## src/raycast_params.svh

```systemverilog
// ~~~~~~~~~~~~~~~~~~~~~~~~~~~~~~
// Fixed-point format and screen layout shared by every ray caster file
// The column boundaries assume a 640 wide screen with 512 traced columns
// ~~~~~~~~~~~~~~~~~~~~~~~~~~~~~~
`ifndef RAYCAST_PARAMS_SVH
`define RAYCAST_PARAMS_SVH

// Signed fixed point, integer and fraction bits
`define Q_INT 12
`define Q_FRAC 12
`define Q_W (`Q_INT + `Q_FRAC)

// Map is 2^MAP_BITS cells on each side
`define MAP_BITS 4

// Column counter and the traced window inside the screen
`define COL_BITS 10
`define COL_FIRST_TRACE 64
`define COL_LAST_TRACE 575
`define COL_LAST 639

// Tallest column the display can show
`define HEIGHT_MAX 240

// Ray offset carries 256 columns per side of the centre, hence a shift of 8
`define RAY_SHIFT 8

`endif

```

## src/raycast_pkg.sv

```systemverilog
// ~~~~~~~~~~~~~~~~~~~~~~~~~~~~~~
// Types only, the sizes come from raycast_params.svh
// ~~~~~~~~~~~~~~~~~~~~~~~~~~~~~~
`include "raycast_params.svh"

package raycast_pkg;

    // One fixed-point word, seen either as a signed number or as its two fields
    // The field view only makes sense for non-negative values
    typedef union packed {
        logic signed [`Q_W-1:0] raw;
        struct packed {
            logic [`Q_INT-1:0]  intPart;
            logic [`Q_FRAC-1:0] fracPart;
        } part;
    } fixedT;

    // Cell index along one map axis, wraps at the map edge
    typedef logic [`MAP_BITS-1:0] mapCoordT;

endpackage

```

## src/columnSequencer.sv

```systemverilog
// ~~~~~~~~~~~~~~~~~~~~~~~~~~~~~~
// Camera inputs must be held while i_enable is high
// One frame per rise of i_enable, no back-pressure on stores
// ~~~~~~~~~~~~~~~~~~~~~~~~~~~~~~
`timescale 1ns/1ns
`include "raycast_params.svh"

module columnSequencer (
    input  logic                 clk,
    input  logic                 i_rstN,
    input  logic                 i_enable,
    input  raycast_pkg::fixedT   i_vplaneX,
    input  raycast_pkg::fixedT   i_vplaneY,
    input  raycast_pkg::fixedT   i_facingX,
    input  raycast_pkg::fixedT   i_facingY,
    input  logic                 i_hit,
    output logic                 o_rayStart,
    output raycast_pkg::fixedT   o_rayDirX,
    output raycast_pkg::fixedT   o_rayDirY,
    output logic                 o_store,
    output logic [`COL_BITS-1:0] o_column,
    output logic                 o_deadCol,
    output logic                 o_frameDone
);

    localparam logic [2:0] stLeftClear  = 3'd0;
    localparam logic [2:0] stRayStart   = 3'd1;
    localparam logic [2:0] stWaitHit    = 3'd2;
    localparam logic [2:0] stStore      = 3'd3;
    localparam logic [2:0] stRightClear = 3'd4;
    localparam logic [2:0] stDone       = 3'd5;

    logic [2:0]           state;
    logic [`COL_BITS-1:0] colCount;
    raycast_pkg::fixedT   rayAddX;
    raycast_pkg::fixedT   rayAddY;

    // Offset runs from -256 to +256 view planes and is scaled back here
    assign o_rayDirX = i_facingX.raw + (rayAddX.raw >>> `RAY_SHIFT);
    assign o_rayDirY = i_facingY.raw + (rayAddY.raw >>> `RAY_SHIFT);

    always_ff @(posedge clk) begin
        if (!i_rstN || !i_enable) begin
            // Start state, the leftmost column sits 256 view planes left of centre
            state       <= stLeftClear;
            colCount    <= '0;
            rayAddX     <= -i_vplaneX.raw <<< `RAY_SHIFT;
            rayAddY     <= -i_vplaneY.raw <<< `RAY_SHIFT;
            o_rayStart  <= 1'b0;
            o_store     <= 1'b0;
            o_column    <= '0;
            o_deadCol   <= 1'b0;
            o_frameDone <= 1'b0;
        end else begin
            case (state)
                stLeftClear: begin
                    // One dead column stored per cycle
                    o_store   <= 1'b1;
                    o_deadCol <= 1'b1;
                    o_column  <= colCount;
                    colCount  <= colCount + 1'b1;
                    if (colCount == `COL_BITS'(`COL_FIRST_TRACE - 1)) begin
                        state <= stRayStart;
                    end
                end
                stRayStart: begin
                    o_store    <= 1'b0;
                    o_deadCol  <= 1'b0;
                    o_rayStart <= 1'b1;
                    state      <= stWaitHit;
                end
                stWaitHit: begin
                    o_rayStart <= 1'b0;
                    if (i_hit) begin
                        o_store  <= 1'b1;
                        o_column <= colCount;
                        state    <= stStore;
                    end
                end
                stStore: begin
                    // Ray direction stays valid through the store, it moves on afterwards
                    o_store  <= 1'b0;
                    rayAddX  <= rayAddX.raw + i_vplaneX.raw;
                    rayAddY  <= rayAddY.raw + i_vplaneY.raw;
                    colCount <= colCount + 1'b1;
                    if (colCount == `COL_BITS'(`COL_LAST_TRACE)) begin
                        state <= stRightClear;
                    end else begin
                        state <= stRayStart;
                    end
                end
                stRightClear: begin
                    o_store   <= 1'b1;
                    o_deadCol <= 1'b1;
                    o_column  <= colCount;
                    colCount  <= colCount + 1'b1;
                    if (colCount == `COL_BITS'(`COL_LAST)) begin
                        state <= stDone;
                    end
                end
                stDone: begin
                    // Held here until i_enable drops
                    o_store     <= 1'b0;
                    o_deadCol   <= 1'b0;
                    o_frameDone <= 1'b1;
                end
                default: begin
                    state <= stLeftClear;
                end
            endcase
        end
    end

endmodule

```

## config.mk

```make
export PLATFORM = sky130hd
export DESIGN_NAME = columnSequencer
export DESIGN_NICKNAME = d
export VERILOG_FILES = /design/src/raycast_pkg.sv /design/src/columnSequencer.sv
export VERILOG_INCLUDE_DIRS = /design/src
export SDC_FILE = /design/constraint.sdc
export NUM_CORES = 1
export LEC_CHECK = 0
export ABC_AREA = 1
export BUFFER_PORTS_ARGS = -buffer_cell sky130_fd_sc_hd__buf_2
export CAP_MARGIN = 30
export CORE_MARGIN = 5
export CORE_UTILIZATION = 53
export CTS_CLUSTER_SIZE = 14
export DETAILED_ROUTE_END_ITERATION = 6
export GPL_TIMING_DRIVEN = 0
export MAX_ROUTING_LAYER = met4
export PLACE_DENSITY = 0.79
export SYNTH_ARGS = -nofsm -noshare
export SYNTH_HDL_FRONTEND = slang
export SYNTH_SLANG_ARGS = --single-unit
```

## constraint.sdc

```tcl
create_clock -name clk -period 2.1 [get_ports clk]
set_clock_uncertainty 0.1 [all_clocks]
set_input_delay 0.105 -clock clk [delete_from_list [all_inputs] [get_ports clk]]
set_output_delay 0.105 -clock clk [all_outputs]
set_load 0.005 [all_outputs]
```

==> results of run 1 <==
[how the worst min path moves through the flow]
stage,start,cells after the start,to,slack (ps)
after CTS,i_vplaneY[0],4,rayAddY[0],10
after floorplan,i_vplaneY[7],2,rayAddY[15],220
after detailed placement,o_frameDone,2,o_frameDone,340
after global routing,i_vplaneY[0],4,rayAddY[0],50
after global placement,i_vplaneY[0],4,rayAddY[0],330
final,i_vplaneY[0],4,rayAddY[0],40
[power groups by stage]
stage,clock (mW),combinational (mW),sequential (mW)
6_report,1.56,3.91,1.67
3_5_place_dp,0,2.45,1.70
5_1_grt,1.65,4.17,1.67
3_3_place_gp,0,2.41,1.69
2_1_floorplan,0,1.64,1.66
4_1_cts,1.58,3.14,1.67
[metal layers]
metal / vias to the layer above / GRT usage [%]
li1: 5891 / -
met3: 220 / 3.80
met2: 814 / 55.6
met5: - / -
met1: 5734 / 41.1
met4: 0 / 8.85
[cell usage after synthesis, types with 3 or more instances]
cell type  number
inv_1         261
edfxtp_1       32
nand4_1        40
buf_2           4
and2_1          7
nor4_1          3
nand3_1       146
nor3_1         31
fa_1            4
nor2_1        145
or2_2           7
o21ai_1        15
nand2_1       559
ha_1           95
clkbuf_1        8
dfxtp_1        43
nand3b_1       16
o21bai_1        5
a21oi_1       107
inv_2           3
xor2_1         32
o21ai_0        68
xnor2_1        17
[through the flow]
step / hold slack, ps / TNS (ps) / total power, mW / area [µm²]
6_report: 44.2 / -17650 / 7.15 / 13800
3_5_place_dp: 343 / -17630 / 4.14 / 10800
5_1_grt: 54.3 / -22170 / 7.49 / 13800
4_1_cts: 11.6 / -10050 / 6.39 / 12800
2_1_floorplan: 218 / 0 / 3.29 / 9660
3_3_place_gp: 332 / -17270 / 4.11 / 10800
[layout make-up]
type | instances | area, µm² | share of cell area (%)
Multi-Input combinational cell | 1307 | 8800 | 63.8
Timing Repair Buffer | 242 | 1520 | 11.0
Clock buffer | 10 | 229 | 1.66
Sequential cell | 75 | 1820 | 13.2
Clock inverter | 6 | 62.6 | 0.454
Inverter | 264 | 993 | 7.21
Buffer | 14 | 70.1 | 0.508
Tap cell | 229 | 287 | 2.08
Antenna cell | 1 | 2.50 | 0.0182
[worst max-delay path: cells and delay by family (launching register included)]
family,cells,cell delay [ps]
adders and majority gates,2,600
buffers and inverters,2,280
and+or+nand+nor,7,790
DFF,1,520
[flip-flops by register name (all words and copies together) (netlist names)]
register     flops
o_rayStart       1
colCount        10
state            3
o_frameDone      1
o_store          1
o_column        10
rayAddY         24
o_deadCol        1
rayAddX         24
[repair_timing]
item	CTS	global route
buffers inserted	54	33
hold endpoints to repair	1	0
pin swaps	88	105
setup endpoints to repair	101	75
hold buffers	1	0
resized for setup	269	224
[cell families (layout without fill, tap and decap cells)]
logic type	Yosys count	in the layout	synth area share [%]
flip-flops	75	75	18.9
adder cells (fa/ha/maj)	99	99	13.1
buffers and inverters	279	536	11.0
AO/OA/AOI/OAI	201	201	10.7
XOR/XNOR	49	49	4.44
AND/OR/NAND/NOR	958	958	41.8
other	0	1	0
[cells in the final DEF, fill, tap and decap left out, types with 30 or more instances in the layout]
| cell | netlist | layout |
|---|---|---|
| a21oi_1 | 107 | 67 |
| nand2_1 | 559 | 448 |
| nand4_1 | 40 | 40 |
| dfxtp_1 | 43 | 43 |
| nand2_2 | 0 | 85 |
| buf_4 | 1 | 60 |
| nand3_2 | 1 | 30 |
| a21oi_2 | 0 | 32 |
| buf_2 | 4 | 164 |
| ha_1 | 95 | 32 |
| ha_4 | 0 | 56 |
| o21ai_0 | 68 | 45 |
| inv_1 | 261 | 240 |
| nand3_1 | 146 | 110 |
| nor2_1 | 145 | 107 |
| edfxtp_1 | 32 | 32 |
==> reports/results.ini, run 1 <==
[worst_setup_path]
critPathLaunchType=register
critPathMaxFanout=2
crit_path_max_incr_delay_ps=520
crit_chain=ha_4 -> fa_2 -> nand2_1 -> nand2_1 -> buf_4 -> and2_4 -> nand4_1 -> nand3_1 -> nand2_1 -> nand2_1 -> buf_2
crit_start=rayAddX[8]
cp_slowest_cell=edfxtp_1
cp_data_arrival_time_ps=2520
r2r_start=rayAddY[8]
r2r_end=rayAddY[17]
required_ps=1890
reg2reg_setup_slack_ps=-200
endpoint=o_rayDirX[20]
crit_type=register to primary output
r2r_cells=12
crit_top_cell=nand2_1
end_kind=primary output

[drt]
wl_met2_um=18900
vias_per_cell=5.89
met3WireLength_um=3660
avgRoutedWirePerCell_um=18.7
routed_wl_um=40300
vias=12700
ant_nets=0
drc=6
m1WireLength_um=15500
drt-initial-drc-count=1019
drt_first_pass_iters=7
top_layer=met4

[global_route]
grt_overflow=0
grt_pass1_vias=11400
antenna_found_initial=1
grt_max_degree=33
grt_pass1_wl_um=56400
grt.total_usage_pct=32.7

[floorplan]
core_area_um2=18000
start_util_pct=53.8
die_y_um=145
die_area_um2=21000
die_x_um=145
std_cell_rows=49
ios=162

[timing]
post-route-period-util_pct=130
hold_viol=0
finalSetupViolCount=70
slew_headroom_pct=49.1
drv_slew=0
max_freq_mhz=366
worst_pin_slew_ps=764
rsz0062_at_grt=true
min_period_ps=2730
setup_ws_ps=-630

[pwr]
peakVddDrop_v=0.000547
leakagePower_nw=6.85
swShare_pct=42.4
p_comb_share_pct=54.7
power_density_nw_per_um2=518
p_clk_share_pct=21.9
p_int_mw=4.11
switchingPower_mw=3.03
seq_power_share_pct=23.4

[placement]
dp.cells=2051
routabilityCongestion=0.978
portBuffers=161
dp_hpwl_um=26000
post-place-ws_ps=-368

[clocking]
clk-insertion-delay-late_ps=340
cts_tree=built
clock_sinks=75
numCtsBuffers=9
cts_max_path_buffers=2
htreeDepth=3
clk_pin_slew_ps=60
cts_root_buffer=clkbuf_16

[logic_synthesis]
synth_top_flop_cell=dfxtp_1
synth.top_cell.area_share_pct=21.7
syn_area_per_cell_um2=5.81
synth_edf_count=32
synth_area_um2=9660
synth_cells=1661
ys_warn_count=0
synth_area_leaders=nand2_1 (22%), ha_1 (12%), inv_1 (10%), edfxtp_1 (10%), dfxtp_1 (8.9%)
yosysTopAreaCell=nand2_1
syn-num-nets=1860
ys_types=36
async_reset_ff_share_pct=0
ys_seq_area_share_pct=18.9
synth_seq_cells=75

[layout]
fillers=1292
nNetsFinal=2112
final_cells=2148
final_util_pct=76.7
synthToLayoutAreaGrowth_pct=42.7
layout-drive-gt1-share_pct=32.6

[run]
timing.max_cap.violations=0

[run_status]
status=finished with violations
violations=design-rule violations, negative setup slack

[worst_hold_path]
worstHoldPathType=primary input to register

(Power assumes the default switching activity.)
==> inputs of run 2 (changes only) <==
--- a/config.mk
+++ b/config.mk
@@ -16,6 +16,7 @@
 export GPL_TIMING_DRIVEN = 0
 export MAX_ROUTING_LAYER = met4
 export PLACE_DENSITY = 0.79
+export SKIP_LAST_GASP = 1
 export SYNTH_ARGS = -nofsm -noshare
 export SYNTH_HDL_FRONTEND = slang
 export SYNTH_SLANG_ARGS = --single-unit
==> run 2 against run 1 <==
Effect of this change:
- the flow still finishes with violations (design-rule violations, negative setup slack)
- routed wire length decreased by 1.9%
- non-clock buffer count increased by 13
- via count decreased by 0.62%
- combinational power decreased by 2%
- design area decreased by 0.18%
- utilization decreased by 0.14 points
- global-route usage decreased by 0.36 points
- worst setup slack improved by 47 ps
- cell count increased by 0.70%
- first-iteration DRC count increased by 12%
- total power decreased by 0.79%
- register-to-register slack got worse by 80 ps
- largest cell class unchanged
==> reports/results.ini, run 2 (synthesis gave the netlist of run 1 again) <==
[run_status]
status=finished with violations
violations=design-rule violations, negative setup slack

[placement]
portBuffers=161  ; unchanged
postPlaceCellArea_um2=10800  ; unchanged
post-place-ws_ps=-368  ; unchanged
dp_hpwl_um=26000  ; unchanged
routabilityCongestion=0.978  ; unchanged
dp.cells=2051  ; unchanged

[pwr]
leakagePower_nw=6.90  ; +0.67%
peakVddDrop_v=0.000549  ; +0.25%
power_density_nw_per_um2=515  ; -0.61%
finalPower_mw=7.09  ; -0.79%

[timing]
setup_tns_ps=-18860  ; -1210 ps
drv_slew=0  ; unchanged
finalSetupViolCount=69  ; -1.4%
min_period_ps=2680  ; -47.3 ps
hold_viol=0  ; unchanged
setup_ws_ps=-582  ; +47.3 ps
worst_pin_slew_ps=755  ; -8.50 ps
max_freq_mhz=373  ; +1.8%
slew_headroom_pct=49.6  ; +0.57 points
post-route-period-util_pct=128  ; -2.3 points
holdWs_ps=20.7  ; -23.5 ps
rsz0062_at_grt=true

[drt]
avgRoutedWirePerCell_um=18.3  ; -2.6%
vias_per_cell=5.82  ; -1.3%
vias=12600  ; -0.62%
drt_first_pass_iters=7  ; unchanged
drc=1  ; -5
ant_nets=0  ; unchanged
drt-initial-drc-count=1140  ; +12%
routed_wl_um=39500  ; -1.9%

[layout]
final_common_cell=nand2_1
final_util_pct=76.6  ; -0.14 points
nNetsFinal=2125  ; +0.62%
final_cells=2163  ; +0.70%
layout-drive-gt1-share_pct=31.9  ; -0.74 points
synthToLayoutAreaGrowth_pct=42.5
fillers=1305  ; +1.0%
reg_top3=rayAddX x24, rayAddY x24
fin_area_um2=13800  ; -0.18%
layout_common_cells=nand2_1 (459), inv_1 (240), buf_2 (164), nor2_1 (112), nand3_1 (110)

[global_route]
grt_pass1_wl_um=55800  ; -1.1%
antenna_found_initial=2  ; +1
grt_overflow=0  ; unchanged
grt_max_degree=33  ; unchanged
grt_pass1_vias=11300  ; -0.63%
grt.total_usage_pct=32.3  ; -0.36 points

[worst_setup_path]
critPathMaxFanout=2  ; unchanged
cp_slowest_cell=edfxtp_1
crit_path_max_incr_delay_ps=520  ; about the same
cp_data_arrival_time_ps=2480  ; -40 ps
crit_chain=ha_4 -> fa_2 -> nand2_1 -> nand2_1 -> buf_4 -> and2_4 -> nand4_1 -> nand3_1 -> nand2_1 -> nand2_1 -> buf_2
required_ps=1890  ; about the same
end_kind=primary output
critPathLaunchType=register
crit_top_cell=nand2_1
crit_type=register to primary output

[floorplan]
die_area_um2=21000  ; unchanged
die_x_um=145  ; unchanged
std_cell_rows=49  ; unchanged
start_util_pct=53.8  ; unchanged
core_area_um2=18000  ; unchanged
die_y_um=145  ; unchanged
ios=162  ; unchanged

[clocking]
htreeDepth=3  ; unchanged
clk_pin_slew_ps=60  ; about the same
numCtsBuffers=9  ; unchanged
clk-insertion-delay-late_ps=340  ; about the same
clock_sinks=75  ; unchanged
cts_max_path_buffers=2  ; unchanged
cts_tree=built
cts_root_buffer=clkbuf_16

[run]
timing.max_cap.violations=0  ; unchanged

[worst_hold_path]
worstHoldPathType=primary input to register

## run 2: cell count changes in the layout (fill, tap and decap cells not counted), moves of 3 or more
cell / before / now
nand2_1: 448 / 459
nand2_2: 85 / 76
ha_2: 7 / 3
nor2_1: 107 / 112
buf_4: 60 / 71
ha_1: 32 / 37
nor2_2: 21 / 18
## run 2: layer usage
| metal | GRT usage, % | vias to the layer above | part of all wire [%] |
|---|---|---|---|
| li1 | - | 5919 | - |
| met5 | - | - | 0 |
| met2 | 54.5 | 809 | 47 |
| met3 | 4.15 | 212 | 8.9 |
| met1 | 40.7 | 5640 | 39 |
| met4 | 9.13 | 0 | 5.4 |
## run 2: worst max-delay path, delay by kind of cell (launching register included)
kind | cells | cell delay, ps
fa+ha+maj | 2 | 600
buf+inv | 2 | 270
flops | 1 | 520
simple gates | 7 | 740
## run 2: final cells by class
type / instances / area [µm²] / area share [%]
diodes: 3 / 7.51 / 0.0546
plain buffers: 14 / 70.1 / 0.509
clock buffers: 10 / 229 / 1.66
clock inverters: 6 / 62.6 / 0.455
inverters: 264 / 993 / 7.22
multi-input cells: 1307 / 8660 / 63.0
flip-flops and latches: 75 / 1820 / 13.2
well taps: 229 / 287 / 2.08
repair buffers: 255 / 1620 / 11.8
## run 2: timing repair
action | in CTS | in global routing
pin swaps | 86 | 114
resized for setup | 256 | 206
endpoints found under the setup margin | 101 | 75
hold buffers | 1 | 0
setup buffers | 54 | 46
hold endpoints to repair | 1 | 0
## run 2: where the power goes
part	switching, mW	internal (mW)
Clock	0.647	0.924
Sequential	0.0756	1.59
Combinational	2.25	1.60
Total	2.97	4.12
## run 2: path summary, 6_finish.rpt
kind / slack, ps / startpoint / end / cells after the start
setup reg to reg: -280 / rayAddX[8] / rayAddX[17] / 15
hold / removal: 20 / i_vplaneY[0] / rayAddY[0] / 4
setup / recovery: -580 / rayAddX[8] / o_rayDirX[20] / 11
hold reg to reg: 360 / o_frameDone / o_frameDone / 2
==> inputs of run 3 (changes only) <==
--- a/config.mk
+++ b/config.mk
@@ -8,7 +8,7 @@
 export LEC_CHECK = 0
 export ABC_AREA = 1
 export BUFFER_PORTS_ARGS = -buffer_cell sky130_fd_sc_hd__buf_2
-export CAP_MARGIN = 30
+export CAP_MARGIN = 20
 export CORE_MARGIN = 5
 export CORE_UTILIZATION = 53
 export CTS_CLUSTER_SIZE = 14
@@ -20,3 +20,4 @@
 export SYNTH_ARGS = -nofsm -noshare
 export SYNTH_HDL_FRONTEND = slang
 export SYNTH_SLANG_ARGS = --single-unit
+export TNS_END_PERCENT = 30
==> run 3 against run 2 <==
Effect of this change:
- the flow finishes with violations (negative setup slack)
- sequential share of layout area up 1.1 points
- sequential power is essentially flat
- critical path depth up 1
- design area decreased by 7.8%
- critical path type unchanged
- count of clock-buffer cells in the layout stayed put
- routed wire length fell by 13%
- die area unchanged
==> reports/results.ini, run 3 (synthesis gave the netlist of run 1 again) <==
[global_route]
grt_pass1_wl_um=53800  ; -3.6%
grt_max_degree=33  ; unchanged
antenna_found_initial=0  ; -2
grt.total_usage_pct=31.1  ; -1.2 points
grt_overflow=0  ; unchanged
grt_pass1_vias=11000  ; -2.8%

[floorplan]
start_util_pct=53.8  ; unchanged
die_y_um=145  ; unchanged
die_x_um=145  ; unchanged
core_area_um2=18000  ; unchanged
die_area_um2=21000  ; unchanged
std_cell_rows=49  ; unchanged
ios=162  ; unchanged

[worst_setup_path]
critPathMaxFanout=4  ; +2
cp_data_arrival_time_ps=2380  ; -100 ps
worst-path-buf-inv=2  ; unchanged
critPathLaunchType=register
crit_path_max_incr_delay_ps=530  ; about the same
required_ps=1890  ; about the same
cp_top_family=simple AND/OR/NAND/NOR gates
crit_chain=ha_4 -> fa_2 -> nand2_1 -> nand2_1 -> nand3b_1 -> nand2_2 -> buf_4 -> nand3_2 -> nand3_1 -> nand2_1 -> nand2_1 -> buf_2
crit_type=register to primary output
cp_slowest_cell=edfxtp_1
crit_top_cell=nand2_1
end_kind=primary output

[pwr]
seq_power_share_pct=25.7  ; +2.2 points
switchingPower_mw=2.63  ; -11%
finalPower_mw=6.50  ; -8.3%
p_clk_share_pct=24.2  ; +2.0 points
p_int_mw=3.87  ; -6.0%
leakagePower_nw=6.60  ; -4.4%
peakVddDrop_v=0.000547  ; -0.40%
swShare_pct=40.5  ; -1.4 points
power_density_nw_per_um2=512  ; -0.55%
p_comb_share_pct=50.1  ; -4.2 points

[layout]
final_common_cell=nand2_1
nNetsFinal=2089  ; -1.7%
synthToLayoutAreaGrowth_pct=31.4
layout-drive-gt1-share_pct=22.6  ; -9.3 points
final_util_pct=70.6  ; -6.0 points
reg_top3=rayAddX x24, rayAddY x24
layout_common_cells=nand2_1 (508), inv_1 (254), buf_2 (165), nand3_1 (128), nor2_1 (128)

[drt]
drc=0  ; -1
avgRoutedWirePerCell_um=16.1  ; -12%
drt-initial-drc-count=786  ; -31%
vias_per_cell=5.55  ; -4.6%
routed_wl_um=34300  ; -13%
vias=11800  ; -6.3%
drt_first_pass_iters=6  ; -1
ant_nets=0  ; unchanged

[timing]
finalSetupViolCount=74  ; +7.2%
setup_ws_ps=-485  ; +97.2 ps
hold_viol=0  ; unchanged
drv_slew=0  ; unchanged
slew_headroom_pct=50.2  ; +0.55 points
min_period_ps=2590  ; -97.2 ps
worst_pin_slew_ps=747  ; -8.24 ps
rsz0062_at_grt=true
setup_tns_ps=-16670  ; +2200 ps
post-route-period-util_pct=123  ; -4.6 points
max_freq_mhz=387  ; +3.8%

[run]
timing.max_cap.violations=0  ; unchanged

[clocking]
clk-insertion-delay-late_ps=340  ; about the same
cts_tree=built
numCtsBuffers=9  ; unchanged
clk_pin_slew_ps=60  ; about the same
cts_root_buffer=clkbuf_16
clock_sinks=75  ; unchanged
htreeDepth=3  ; unchanged
cts_max_path_buffers=2  ; unchanged

[run_status]
violations=negative setup slack
status=finished with violations

[placement]
routabilityCongestion=0.978  ; unchanged
dp_hpwl_um=26000  ; unchanged
portBuffers=161  ; unchanged

[worst_hold_path]
worstHoldPathType=primary input to register

run 3: cell count changes in the layout (fill, tap and decap cells not counted), sizes merged:
cell / change
buf: -36
diode: -2
run 3: stage by stage:
stage | worst slack (ps) | instances | hold WS [ps] | instance area, µm²
3_5_place_dp | -368 | 2051 | 343 | 10800
2_1_floorplan | 166 | 1661 | 218 | 9660
5_1_grt | -524 | 2124 | 35.0 | 12700
6_report | -485 | 2125 | 26.9 | 12700
4_1_cts | -435 | 2109 | 11.6 | 12100
3_3_place_gp | -379 | 2051 | 332 | 10800
run 3: area by class of cell:
cell class / instances / area (µm²)
Clock buffer: 10 / 229
Antenna cell: 1 / 2.50
Buffer: 14 / 70.1
Sequential cell: 75 / 1820
Inverter: 264 / 993
Tap cell: 229 / 287
Timing Repair Buffer: 219 / 1320
Clock inverter: 6 / 62.6
Fill cell: 1534 / 5280
Multi-Input combinational cell: 1307 / 7900
run 3: per-layer routing:
metal	vias to the layer above	share of wire, %	global-route usage (%)
met5	-	0	-
met4	0	3.1	8.19
met3	98	7.3	3.80
met2	586	48	52.2
met1	5271	42	39.8
li1	5837	-	-
run 3: path summary, 6_finish.rpt:
kind / startpoint / endpoint / slack (ps) / depth (start not counted)
max reg2reg: rayAddY[8] / rayAddY[18] / -320 / 12
min: i_vplaneY[0] / rayAddY[0] / 30 / 4
min reg2reg: o_frameDone / o_frameDone / 360 / 2
max: rayAddX[8] / o_rayDirX[22] / -490 / 12
run 3: what timing repair did:
item | in CTS | in global routing
setup endpoints to repair | 101 | 75
setup buffers | 42 | 15
pin swaps | 51 | 40
resized for setup | 149 | 101
hold endpoints to repair | 1 | 0
hold buffers | 1 | 0
run 3: power groups by stage:
stage	Clock [mW]	Combinational, mW	Sequential, mW
after CTS	1.58	2.90	1.66
after floorplan	0	1.64	1.66
after global placement	0	2.41	1.69
final	1.57	3.26	1.67
after global routing	1.64	3.56	1.67
after detailed placement	0	2.45	1.70
run 3: tightest hold or removal path: cells and delay by family:
kind,cells,cell delay (ps)
adders and majority gates,1,130
buffers and inverters,1,100
and+or+nand+nor,2,90
